## src/source/umi_pkg.sv

```systemverilog
// UMI command package: width, opcode codes, atomic subtypes, command union, class, field and priority types
package umi_pkg;

   localparam int CW = 32;                          // Command word width

   // Opcodes, bit 0 set for requests
   localparam logic [4:0] umi_invalid      = 5'h00;
   localparam logic [4:0] umi_req_read     = 5'h01; // Load
   localparam logic [4:0] umi_req_write    = 5'h03; // Store needing an ack
   localparam logic [4:0] umi_req_posted   = 5'h05; // Store without ack
   localparam logic [4:0] umi_req_rdma     = 5'h07;
   localparam logic [4:0] umi_req_atomic   = 5'h09;
   localparam logic [4:0] umi_req_user0    = 5'h0b;
   localparam logic [4:0] umi_req_future0  = 5'h0d;
   localparam logic [4:0] umi_req_error    = 5'h0f;
   localparam logic [4:0] umi_req_link     = 5'h1f;

   // Responses, bit 0 clear and nonzero
   localparam logic [4:0] umi_resp_read    = 5'h02;
   localparam logic [4:0] umi_resp_write   = 5'h04;
   localparam logic [4:0] umi_resp_user0   = 5'h06;
   localparam logic [4:0] umi_resp_user1   = 5'h08;
   localparam logic [4:0] umi_resp_future0 = 5'h0a;
   localparam logic [4:0] umi_resp_future1 = 5'h0c;
   localparam logic [4:0] umi_resp_link    = 5'h0e;

   // Atomic subtypes, carried in len
   localparam logic [7:0] umi_atomic_add   = 8'h00;
   localparam logic [7:0] umi_atomic_and   = 8'h01;
   localparam logic [7:0] umi_atomic_or    = 8'h02;
   localparam logic [7:0] umi_atomic_xor   = 8'h03;
   localparam logic [7:0] umi_atomic_max   = 8'h04;
   localparam logic [7:0] umi_atomic_min   = 8'h05;
   localparam logic [7:0] umi_atomic_maxu  = 8'h06;
   localparam logic [7:0] umi_atomic_minu  = 8'h07;
   localparam logic [7:0] umi_atomic_swap  = 8'h08;
   localparam logic [3:0] umi_atomic_none  = 4'hf; // Unknown or not atomic

   // Transaction layout of the command word
   typedef struct packed {
      logic [4:0] hostid;                           // [31:27]
      logic [1:0] ureq;                             // [26:25]
      logic       ex;                               // [24]
      logic       eof;                              // [23]
      logic       eom;                              // [22]
      logic [1:0] prot;                             // [21:20]
      logic [3:0] qos;                              // [19:16]
      logic [7:0] len;                              // [15:8]
      logic [2:0] size;                             // [7:5]
      logic [4:0] opcode;                           // [4:0]
   } umi_txn_t;

   // Control layout for link and error words
   typedef struct packed {
      logic [4:0]      hostid;                      // [31:27]
      logic [CW-14:0]  payload;                     // Everything between size and hostid
      logic [2:0]      size;                        // [7:5]
      logic [4:0]      opcode;                      // [4:0]
   } umi_ctrl_t;

   typedef union packed {
      umi_txn_t  txn;
      umi_ctrl_t ctrl;
   } umi_cmd_u;

   // One-hot style opcode flags plus atomic subtype
   typedef struct packed {
      logic       invalid;
      logic       request;
      logic       response;
      logic       read;
      logic       write;
      logic       posted;
      logic       rdma;
      logic       atomic;
      logic       user0;
      logic       future0;
      logic       error;
      logic       link;
      logic       read_resp;
      logic       write_resp;
      logic       user0_resp;
      logic       user1_resp;
      logic       future0_resp;
      logic       future1_resp;
      logic       link_resp;
      logic [3:0] atomic_op;                        // Subtype code or 15
   } umi_cmd_class_t;

   typedef struct packed {
      logic [4:0]  opcode;
      logic [2:0]  size;
      logic [7:0]  len;
      logic [3:0]  qos;
      logic [1:0]  prot;
      logic        eom;
      logic        eof;
      logic        ex;
      logic [18:0] user;                            // Assembled per command type
      logic [1:0]  err;                             // Response or error code
      logic [4:0]  hostid;
   } umi_cmd_fields_t;

   typedef enum logic {
      PRIO_LOW  = 1'b0,
      PRIO_HIGH = 1'b1
   } umi_prio_e;

endpackage

```

## src/source/umi_decode.sv

```systemverilog
// Module umi_decode: combinational opcode classifier and atomic subtype decoder
`timescale 1ns/100ps

module umi_decode (
   input  umi_pkg::umi_cmd_u       cmd,
   output umi_pkg::umi_cmd_class_t cmd_class
);

   import umi_pkg::*;

   logic [4:0] op;                                  // Opcode shortcut
   logic [7:0] sub;                                 // Atomic subtype from len

   assign op  = cmd.txn.opcode;
   assign sub = cmd.txn.len;

   always_comb begin
      cmd_class           = '0;
      cmd_class.atomic_op = umi_atomic_none;        // Default when not atomic

      // Opcode match
      case (op)
         umi_req_read: begin
            cmd_class.read = 1'b1;
         end
         umi_req_write: begin
            cmd_class.write = 1'b1;                 // Acked store
         end
         umi_req_posted: begin
            cmd_class.posted = 1'b1;
         end
         umi_req_rdma: begin
            cmd_class.rdma = 1'b1;
         end
         umi_req_atomic: begin
            cmd_class.atomic = 1'b1;
         end
         umi_req_user0: begin
            cmd_class.user0 = 1'b1;
         end
         umi_req_future0: begin
            cmd_class.future0 = 1'b1;
         end
         umi_req_error: begin
            cmd_class.error = 1'b1;
         end
         umi_req_link: begin
            cmd_class.link = 1'b1;
         end
         umi_resp_read: begin
            cmd_class.read_resp = 1'b1;
         end
         umi_resp_write: begin
            cmd_class.write_resp = 1'b1;            // Write ack
         end
         umi_resp_user0: begin
            cmd_class.user0_resp = 1'b1;
         end
         umi_resp_user1: begin
            cmd_class.user1_resp = 1'b1;
         end
         umi_resp_future0: begin
            cmd_class.future0_resp = 1'b1;
         end
         umi_resp_future1: begin
            cmd_class.future1_resp = 1'b1;
         end
         umi_resp_link: begin
            cmd_class.link_resp = 1'b1;
         end
         umi_invalid: begin
            cmd_class.invalid = 1'b1;               // All-zero opcode
         end
         default: begin
            cmd_class.invalid = 1'b1;               // Unlisted code
         end
      endcase

      // Direction only for listed codes
      cmd_class.request  = ~cmd_class.invalid & op[0];
      cmd_class.response = ~cmd_class.invalid & ~op[0];

      // Subtype only meaningful for atomics
      if (cmd_class.atomic) begin
         case (sub)
            umi_atomic_add,
            umi_atomic_and,
            umi_atomic_or,
            umi_atomic_xor,
            umi_atomic_max,
            umi_atomic_min,
            umi_atomic_maxu,
            umi_atomic_minu,
            umi_atomic_swap: begin
               cmd_class.atomic_op = sub[3:0];      // Codes fit in 4 bits
            end
            default: begin
               cmd_class.atomic_op = umi_atomic_none;
            end
         endcase
      end
   end

endmodule

```

## src/source/umi_unpack.sv

```systemverilog
// Module umi_unpack: combinational slicer of command word into raw fields, user field and error code
`timescale 1ns/100ps

module umi_unpack (
   input  umi_pkg::umi_cmd_u        cmd,
   input  umi_pkg::umi_cmd_class_t  cmd_class,
   output umi_pkg::umi_cmd_fields_t fields
);

   logic [18:0] user_c;                             // Assembled user field
   logic [1:0]  err_c;                              // Error code

   // User field depends on the word layout
   always_comb begin
      if (cmd_class.link) begin
         user_c = cmd.ctrl.payload;                 // Full ctrl payload
      end else if (cmd_class.link_resp) begin
         user_c = {2'b00, cmd.ctrl.payload[16:0]};  // Bits 24:8 only
      end else if (cmd_class.error) begin
         user_c = {8'h00,
                   cmd.txn.ex,
                   cmd.txn.eof,
                   cmd.txn.eom,
                   cmd.txn.len};                    // Bits 24:22 then len
      end else if (cmd_class.request) begin
         user_c = {17'h0_0000, cmd.txn.ureq};
      end else begin
         user_c = 19'h0_0000;                       // Plain responses carry none
      end
   end

   // Error code only for responses and errors
   assign err_c = (cmd_class.response | cmd_class.error) ? cmd.txn.ureq : 2'b00;

   // Raw slices, qualified later
   assign fields.opcode = cmd.txn.opcode;
   assign fields.size   = cmd.txn.size;
   assign fields.len    = cmd.txn.len;
   assign fields.qos    = cmd.txn.qos;
   assign fields.prot   = cmd.txn.prot;
   assign fields.eom    = cmd.txn.eom;
   assign fields.eof    = cmd.txn.eof;
   assign fields.ex     = cmd.txn.ex;
   assign fields.user   = user_c;
   assign fields.err    = err_c;
   assign fields.hostid = cmd.txn.hostid;

endmodule

```

## src/source/umi_cmd_merge.sv

```systemverilog
// Module umi_cmd_merge: per-type field qualification, priority class and output register
`timescale 1ns/100ps

module umi_cmd_merge (
   input  logic                     clk,
   input  logic                     rst_n,
   input  logic                     cmd_valid,
   input  umi_pkg::umi_cmd_class_t  cmd_class,
   input  umi_pkg::umi_cmd_fields_t raw_fields,
   output logic                     out_valid,
   output umi_pkg::umi_cmd_class_t  out_class,
   output umi_pkg::umi_cmd_fields_t out_fields,
   output umi_pkg::umi_prio_e       out_prio
);

   import umi_pkg::*;

   umi_cmd_fields_t qual_c;                         // Qualified fields
   umi_prio_e       prio_c;                         // Next priority
   logic            no_size;
   logic            no_len;
   logic            no_qos;                         // Also covers prot
   logic            no_tail;                        // Covers eof and ex

   // Which fields a command type ignores
   assign no_size = cmd_class.error | cmd_class.link | cmd_class.link_resp;
   assign no_len  = cmd_class.atomic | no_size;     // Atomics use len as subtype
   assign no_qos  = cmd_class.link | cmd_class.link_resp;
   assign no_tail = cmd_class.error | cmd_class.response;

   always_comb begin
      qual_c        = '0;
      qual_c.opcode = raw_fields.opcode;            // Always kept
      qual_c.hostid = raw_fields.hostid;            // Always kept
      if (!cmd_class.invalid) begin
         qual_c.size = no_size ? 3'b000 : raw_fields.size;
         qual_c.len  = no_len  ? 8'h00  : raw_fields.len;
         qual_c.qos  = no_qos  ? 4'h0   : raw_fields.qos;
         qual_c.prot = no_qos  ? 2'b00  : raw_fields.prot;
         qual_c.eom  = raw_fields.eom;
         qual_c.eof  = no_tail ? 1'b0   : raw_fields.eof;
         qual_c.ex   = no_tail ? 1'b0   : raw_fields.ex;
         qual_c.user = raw_fields.user;
         qual_c.err  = raw_fields.err;
      end
   end

   // Posted stores and every response go first
   assign prio_c = (cmd_class.posted | cmd_class.response) ? PRIO_HIGH : PRIO_LOW;

   always_ff @(posedge clk) begin
      if (!rst_n) begin
         out_valid  <= 1'b0;
         out_class  <= '0;
         out_fields <= '0;
         out_prio   <= PRIO_LOW;
      end else begin
         out_valid <= cmd_valid;                    // One-cycle strobe
         if (cmd_valid) begin
            out_class  <= cmd_class;
            out_fields <= qual_c;
            out_prio   <= prio_c;
         end                                        // Else hold last result
      end
   end

endmodule

```

## src/source/umi_cmd_parser.sv

```systemverilog
// Module umi_cmd_parser: top level joining decoder, unpacker and merge register
`timescale 1ns/100ps

module umi_cmd_parser (
   input  logic                     clk,
   input  logic                     rst_n,
   input  logic                     cmd_valid,
   input  umi_pkg::umi_cmd_u        cmd,
   output logic                     out_valid,
   output umi_pkg::umi_cmd_class_t  out_class,
   output umi_pkg::umi_cmd_fields_t out_fields,
   output umi_pkg::umi_prio_e       out_prio
);

   import umi_pkg::*;

   umi_cmd_class_t  class_c;                        // Opcode class, combinational
   umi_cmd_fields_t raw_c;                          // Unqualified fields

   umi_decode decode_i (
      .cmd       (cmd),
      .cmd_class (class_c)
   );

   umi_unpack unpack_i (
      .cmd       (cmd),
      .cmd_class (class_c),
      .fields    (raw_c)
   );

   // Only registered stage
   umi_cmd_merge merge_i (
      .clk        (clk),
      .rst_n      (rst_n),
      .cmd_valid  (cmd_valid),
      .cmd_class  (class_c),
      .raw_fields (raw_c),
      .out_valid  (out_valid),
      .out_class  (out_class),
      .out_fields (out_fields),
      .out_prio   (out_prio)
   );

endmodule

```

## config.mk

```make
export PLATFORM = sky130hd
export DESIGN_NAME = umi_cmd_parser
export DESIGN_NICKNAME = d
export VERILOG_FILES = /design/src/source/umi_pkg.sv /design/src/source/umi_decode.sv /design/src/source/umi_unpack.sv /design/src/source/umi_cmd_merge.sv /design/src/source/umi_cmd_parser.sv
export SDC_FILE = /design/constraint.sdc
export NUM_CORES = 1
export LEC_CHECK = 0
export BUFFER_PORTS_ARGS = -buffer_cell sky130_fd_sc_hd__buf_2
export CORE_MARGIN = 8
export CORE_UTILIZATION = 55
export DETAILED_ROUTE_END_ITERATION = 6
export HOLD_SLACK_MARGIN = 0.05
export PLACE_DENSITY = 0.85
export SYNTH_ARGS = -nofsm -noshare
export SYNTH_HDL_FRONTEND = slang
export SYNTH_HIERARCHICAL = 1
export SYNTH_SLANG_ARGS = --single-unit
```

## constraint.sdc

```tcl
create_clock -name clk -period 6.3 [get_ports clk]
set_input_delay 0.945 -clock clk [delete_from_list [all_inputs] [get_ports clk]]
set_output_delay 0.945 -clock clk [all_outputs]
set_load 0.02 [all_outputs]
```

==> results list, run 1 <==
* Setup slack at placement: 3246 ps
- Yosys warning count: 6
* Filler cell count in the final layout: between 500 and 600
- Cts-stage hold buffer count: 0
- Count of antenna-violating nets left after detailed routing: 0
* Residual DRC: 0
- The critical path crosses 7 cells after its start point.
- In this run the post-CTS setup repair buffer count came out at 0.
- Data arrives at the worst endpoint at 3020 ps.
- Maximum root-to-sink buffer count: 2
- CTS sink cnt: 76
- The worst setup path is launched from a primary input.
* Static leakage power: 1.852 nW
* Number of buffers created by CTS: 9
- The clock reaches the later pin of the worst-skew pair after around 330 ps.
* Total setup violations reported at the end of the flow: 0
* Tcrit/Tclk final: 43.73%
- For this run, the slowest stage of the critical path takes 610 ps.
* Weighted congestion reported at the end of routability-driven placement: 0.8240
* Die height: 96.25 um
- Final setup margin: 3545 ps
- Leaving out fill and tap cells, the most frequent cell in the layout is sky130_fd_sc_hd__buf_2.
- In the synthesized netlist, the number of instances is 364.
- Number of hold-slack violations in the final timing report: 0
- Counting every net in the synthesized netlist gives 399.
- Dividing the synthesized area by the synthesized cell count gives 9.731 um2.
- Drt first pass iters: 4
- The first global-routing pass estimated between 10000 and 15000 um of wire.
- In the synthesized netlist the async set-or-reset flop fraction comes to 0%.
* Total congestion overflow after global routing: 0
- Max-cap violations in this run came to 0.
* Total Die Area: 9264 um2
- Counting both buffers and inverters, the worst setup path holds a total of 1.
- Area of the core: 6277 um2
- Critical path's top delay family: simple AND/OR/NAND/NOR gates
- 0 antenna diodes ended up in the layout.
- Routed vias/inst: about 5.5
- Fmax: 362.9 MHz
* Antenna violations before repair: 0
- Post-Route WL: 8949 um
* Combined area of all synthesized cells: approximately 3500 um2
- CTS placed an instance of sky130_fd_sc_hd__clkbuf_8 at the clock tree root.
* Required time of the critical path: about 6600 ps
- For the pin with the worst max-slew slack, the measured transition is 1104 ps.
- Count of unique library cells instantiated by Yosys: 41
- Number of H-tree branching levels: 3
- Max-slew violation count: 0
* Share of cells above drive strength 1: 32.34%
* Cell area after placement: slightly below 4000 um2
* Clock tree from TritonCTS: yes
- Total Neg Setup Slack: 0 ps
- Reg-to-reg setup timing slack: 5580 ps
* Area added between synthesis and finish: 16.60%
- Beginning of the worst register-to-register path: merge_i/out_fields[16]
- The number of global-route vias before repair was 2840.
* Slew margin rel.: 26.38%
- For this configuration, the core starts out at a cell density of 56.43%.
- After clock tree synthesis, the clock-pin slew on the worst setup and hold paths is 70 ps.
- The routed design could run at a clock period as short as between 2000 and 3000 ps.
* Count of cells resized by post-cts repair: 0
- The die is 96.25 um wide.
- Unrepaired setup endpoints after global routing: false
- CP endpoint: merge_i/out_fields[22]
- STA classifies the critical path endpoint as a flip-flop.
* Post-synthesis sequential element count: 76
- Summed over all nets, the half-perimeter wirelength after detailed placement is 6344 um.
* WL per Instance: 17.44 um
- Cell area after layout: 4130 um2
- For this design the ratio of total power to cell area is approximately 270 nW/um2.
* Category of the most critical setup path: primary input to flip-flop
- Global routing used between 15 and 20% of the available tracks.
- For this run, the leading register cell type out of synthesis is sky130_fd_sc_hd__dfxtp_1.
- Worst setup path startpoint: cmd[2]
- Clock Skews: 0 ps
- The endpoint identified for the worst register-to-register timing path is merge_i/out_fields[16].
- In this run the tool buffered the top-level ports with 110 buffer cells.
- EDFF count, synth: 0
- Cell chain of the critical path: buf_2 -> or3b_2 -> nor2_1 -> or2_1 -> and2_1 -> a22oi_1 -> nor2b_1
- The tightest min-delay check is of the flip-flop to flip-flop type.
- Entering global routing, the biggest net connects 77 pins.
- Nets: 468
- The library cells used most frequently in the layout, excluding fill and tap cells, are sky130_fd_sc_hd__buf_2, sky130_fd_sc_hd__dfxtp_1, sky130_fd_sc_hd__nor2b_1.
- Length in cells of the worst reg-to-reg path: 2
* Top-Level Pins: between 100 and 150
- Drt first-iter violations: 220
- Placement Rows: 29
- Largest fanout on the critical path: 13
* Highest-delay cell along the critical path: sky130_fd_sc_hd__nor2_1
- The worst-case IR drop observed on VDD is approximately 200 uV.
- Summing the sequential cell areas from Yosys gives between 40 and 50% of the chip area.
* DR vias: roughly 2800
- The flow ran to the end, and the final reports show no timing, DRC or antenna violations.
- Total power after layout: between 1 and 1.5 mW
- Hold depth: 1
[cell families after synthesis]
logic type	synth area share, %
buffers and inverters	10.17
flip-flops	42.95
multiplexers	9.891
AND/OR/NAND/NOR	25.40
AO/OA/AOI/OAI	11.59
[layer usage]
layer,wire length (um),up-vias,GRT usage [%]
li1,-,1370,-
met1,3751,1355,23.12
met2,4269,100,31.67
met3,764,13,5.304
met4,163,0,8.579
met5,0,-,0
[flip-flops by register name (all words and copies together), names as in the netlist]
name                count
merge_i/out_class      23
merge_i/out_fields     51
merge_i/out_prio        1
merge_i/out_valid       1
[how the worst min path moves through the flow]
stage | slack, ps | startpoint | endpoint
final | 480 | merge_i/out_fields[27] | merge_i/out_fields[27]
after global routing | 510 | merge_i/out_fields[26] | merge_i/out_fields[26]
after detailed placement | 470 | merge_i/out_fields[26] | merge_i/out_fields[26]
after CTS | 480 | merge_i/out_fields[26] | merge_i/out_fields[26]
after global placement | 460 | merge_i/out_fields[26] | merge_i/out_fields[26]
after floorplan | 590 | merge_i/out_fields[4] | merge_i/out_fields[4]
[layout make-up]
type | instances | area, um2 | share of cell area [%]
clock buffer | 9 | 123.9 | 2.999
tap | 77 | 96.34 | 2.333
inverter | 4 | 15.01 | 0.3635
clock inverter | 5 | 150.1 | 3.635
multi-input combinational | 231 | 1665 | 40.32
sequential | 76 | 1521 | 36.84
timing repair buffer | 111 | 558.0 | 13.51
[through the flow]
step	hold WS (ps)	cells	util [%]
after CTS	483.9	513	65.80
after detailed placement	467.5	499	61.43
after global routing	508.0	513	65.80
after global placement	462.6	499	61.43
after floorplan	589.3	364	-
final	481.0	513	65.80
[power by group]
part           switching, mW  internal [mW]  leakage [nW]  total (mW)
logic                 0.0758         0.0488          1.10       0.125
clock network          0.169          0.339         0.135       0.508
registers            0.00707          0.494         0.618       0.501
total                  0.252          0.882          1.85        1.13
[synthesized netlist by cell type (5+ instances only)]
cell	number	share of area (%)
sky130_fd_sc_hd__mux2i_1	35	9.9
sky130_fd_sc_hd__buf_4	31	6.6
sky130_fd_sc_hd__and2b_2	6	1.5
sky130_fd_sc_hd__nor3b_1	5	1.1
sky130_fd_sc_hd__nand2_1	7	0.74
sky130_fd_sc_hd__nor2b_1	75	13
sky130_fd_sc_hd__a32oi_1	11	2.7
sky130_fd_sc_hd__o21ai_0	7	0.99
sky130_fd_sc_hd__dfxtp_1	76	43
sky130_fd_sc_hd__and2_1	7	1.2
sky130_fd_sc_hd__nor2_1	12	1.3
sky130_fd_sc_hd__buf_2	6	0.85
sky130_fd_sc_hd__a22oi_1	28	5.9
sky130_fd_sc_hd__nor3_1	6	0.85
sky130_fd_sc_hd__clkbuf_1	12	1.3
Power figures use the tool's default switching activity.
==> inputs of run 2 (changes only) <==
--- a/config.mk
+++ b/config.mk
@@ -7,10 +7,10 @@
 export LEC_CHECK = 0
 export BUFFER_PORTS_ARGS = -buffer_cell sky130_fd_sc_hd__buf_2
 export CORE_MARGIN = 8
-export CORE_UTILIZATION = 55
+export CORE_UTILIZATION = 46
 export DETAILED_ROUTE_END_ITERATION = 6
 export HOLD_SLACK_MARGIN = 0.05
-export PLACE_DENSITY = 0.85
+export PLACE_DENSITY = 0.76
 export SYNTH_ARGS = -nofsm -noshare
 export SYNTH_HDL_FRONTEND = slang
 export SYNTH_HIERARCHICAL = 1
==> constraint.sdc (replaced) <==
create_clock -name clk -period 2.4 [get_ports clk]
set_input_delay 0.36 -clock clk [delete_from_list [all_inputs] [get_ports clk]]
set_output_delay 0.36 -clock clk [all_outputs]
set_load 0.02 [all_outputs]
==> run 2 against run 1 <==
Against the previous run:
- die area is 16% higher
- global-route usage is 2.8 points lower
- non-clock buffer count is 11 higher
- critical path type unchanged
- largest power group is now sequential cells
- highest routed layer unchanged
==> results list, run 2 (synthesized netlist as in run 1, its figures left out) <==
* Slew margin rel.: 55.00%
- Number of buffers created by CTS: 9
- At the pin with the least slew margin, the transition time is 674.0 ps.
- The initial antenna violation count came to 0.
- Tcrit/Tclk final: 74.07%
- Clock tree from TritonCTS: yes
- The clock tree synthesis step divided the H-tree into 3 levels.
- Most frequent cells in the layout: sky130_fd_sc_hd__buf_2, sky130_fd_sc_hd__dfxtp_1, sky130_fd_sc_hd__nor2b_1
* Clock Skews: 0 ps
- Routability-driven placement finished with a final weighted congestion of ~0.74.
- PwrDens: approximately 630 nW/um2
- The smallest clock period supported by the final layout is computed as between 1500 and 2000 ps.
* Category of the most critical setup path: primary input to flip-flop
- At the end of the flow, the number of nets in the layout was 479.
- Antenna fix cells: 0
- Die height: ~100 um
- Die width: 103.8 um
* Residual DRC: 0
- The die covers approximately 11000 um2.
- Max-slew violation count: 0
- Via count of the first global-routing pass: 2974
* Path class of the lowest-slack min-delay path: primary input to flip-flop
- Routed vias/inst: 5.220
* Largest net degree at the start of global routing: 40
- Non-filler cells, final: 551
- For this design the static power due to leakage is 1.873 nW.
- Post-Route WL: roughly 8900 um
- Outcome: complete, no violations
- FF/Latch Area: roughly 1500 um2
- Met1 Resource Use GR: roughly a fifth
* Drt first pass iters: 6
* Multi-input gate area: 1665 um2
* Number of flip-flops in the largest register: 51
- Once detail routing completed, the nets flagged for antenna violations numbered 0.
* CTS sink cnt: 76
- In this run the deepest clock path goes through 2 buffers.
* Largest fanout on the critical path: 14
- Layer with the highest usage: met2
- CTS clock-pin slew for the worst setup and hold paths: about 70 ps
* Unrepaired setup endpoints after global routing: false
* Global Route Usage Sum: between 15 and 20%
- Global routing consumed, on the met3 layer, 6.568% of the routing resources.
- Later-pin clock latency in the skew report: 340 ps
- Share of cells above drive strength 1: between 30 and 40%
* Max-cap violations: 0
* Register containing the most flip-flops in the final layout: merge_i/out_fields
* Port Buffers: between 100 and 150
- IR analysis of the VDD net gives a maximum drop of 442.4 uV.
* Cts-stage hold buffer count: 0
* Initial cell density of the core: 46.56%
- Total Neg Setup Slack: 0 ps
- DR vias: 2876
* Met2 Track Usage GR: 26.17%
- Count of cells resized by post-cts repair: 0
- The cell sitting at the root of the clock tree is a sky130_fd_sc_hd__clkbuf_8.
* Largest registers: merge_i/out_fields (51), merge_i/out_class (23)
- about 110 I/O pins were placed.
- The count of endpoints failing hold in the final timing report was 0.
- Critical path endpoint category: flip-flop
* Total setup violations reported at the end of the flow: 0
* First-pass GRT wire length: about 15000 um
- STA classifies the critical path startpoint as a primary input.
* Filler cell count in the final layout: 724
- Post-Place Cells: 535
- Required time of the critical path: between 2000 and 3000 ps
- Area added between synthesis and finish: 17.77%
* Fmax: 562.5 MHz
- Area of the core: roughly 7600 um2
* Arrival time worst endpoint: 2060 ps
- Drt first-iter violations: 111
* Most common cell after layout, fill and taps aside: sky130_fd_sc_hd__buf_2
- WL per Instance: 16.21 um
- In this run the core area contains 32 standard-cell rows.
* Hpwl dp: ~6600 um
- Post-CTS Setup Repair Bufs: 0
* Total congestion overflow after global routing: 0
[run 2: cell types whose count changed in the layout (fill, tap and decap cells not counted), sizes merged]
cell / change
clkinv: +2
clkbuf: +2
inv: +1
buf: +11
bufinv: -4
clkinvlp: +1
[run 2: stage by stage]
step / utilization, % / hold slack, ps / setup WS (ps) / cell area [um2] / power (mW)
after floorplan: - / 567.6 / 240.1 / 3542 / 1.594
after global placement: 52.19 / 475.0 / 313.1 / 3970 / 1.672
after detailed placement: 52.19 / 469.0 / 278.9 / 3970 / 1.680
after CTS: 54.84 / 254.4 / 630.8 / 4172 / 2.663
after global routing: 54.84 / 267.8 / 468.2 / 4172 / 2.750
final: 54.84 / 269.3 / 622.2 / 4172 / 2.637
[run 2: final cells by class]
type	count	share of cell area [%]
timing repair buffer	122	15.36
clock inverter	5	1.440
inverter	4	0.3599
multi-input combinational	231	39.92
tap	102	3.059
sequential	76	36.47
clock buffer	11	3.389
[run 2: worst paths after layout]
kind,cells past startpoint,slack [ps],end,startpoint
worst min register to register,1,490,merge_i/out_fields[27],merge_i/out_fields[27]
worst min-delay path,2,270,merge_i/out_fields[27],cmd[23]
worst max-delay path,7,620,merge_i/out_fields[34],cmd[1]
worst max register to register,2,1720,merge_i/out_fields[7],merge_i/out_fields[7]
[run 2: report_power, final]
group          internal (mW)  switching (mW)  total, mW  leakage (nW)
combinational          0.135           0.200      0.335          1.15
clock                  0.513           0.474      0.987        0.0999
sequential              1.30          0.0175       1.31         0.618
total                   1.94           0.692       2.64          1.87
[run 2: layer usage]
metal  share of wire (%)  vias to the layer above
met4                 1.7                        0
met5                   0                        -
met1                  43                     1359
met3                 8.8                       17
li1                    -                     1391
met2                  47                      109
[run 2: worst max-delay path, cell delays in order]
cell and delay [ps]:
sky130_fd_sc_hd__buf_2 250, sky130_fd_sc_hd__nand3_1 220, sky130_fd_sc_hd__a211o_1 450, sky130_fd_sc_hd__nor4b_4 350
sky130_fd_sc_hd__buf_4 220, sky130_fd_sc_hd__a22oi_1 70, sky130_fd_sc_hd__nor2b_1 140
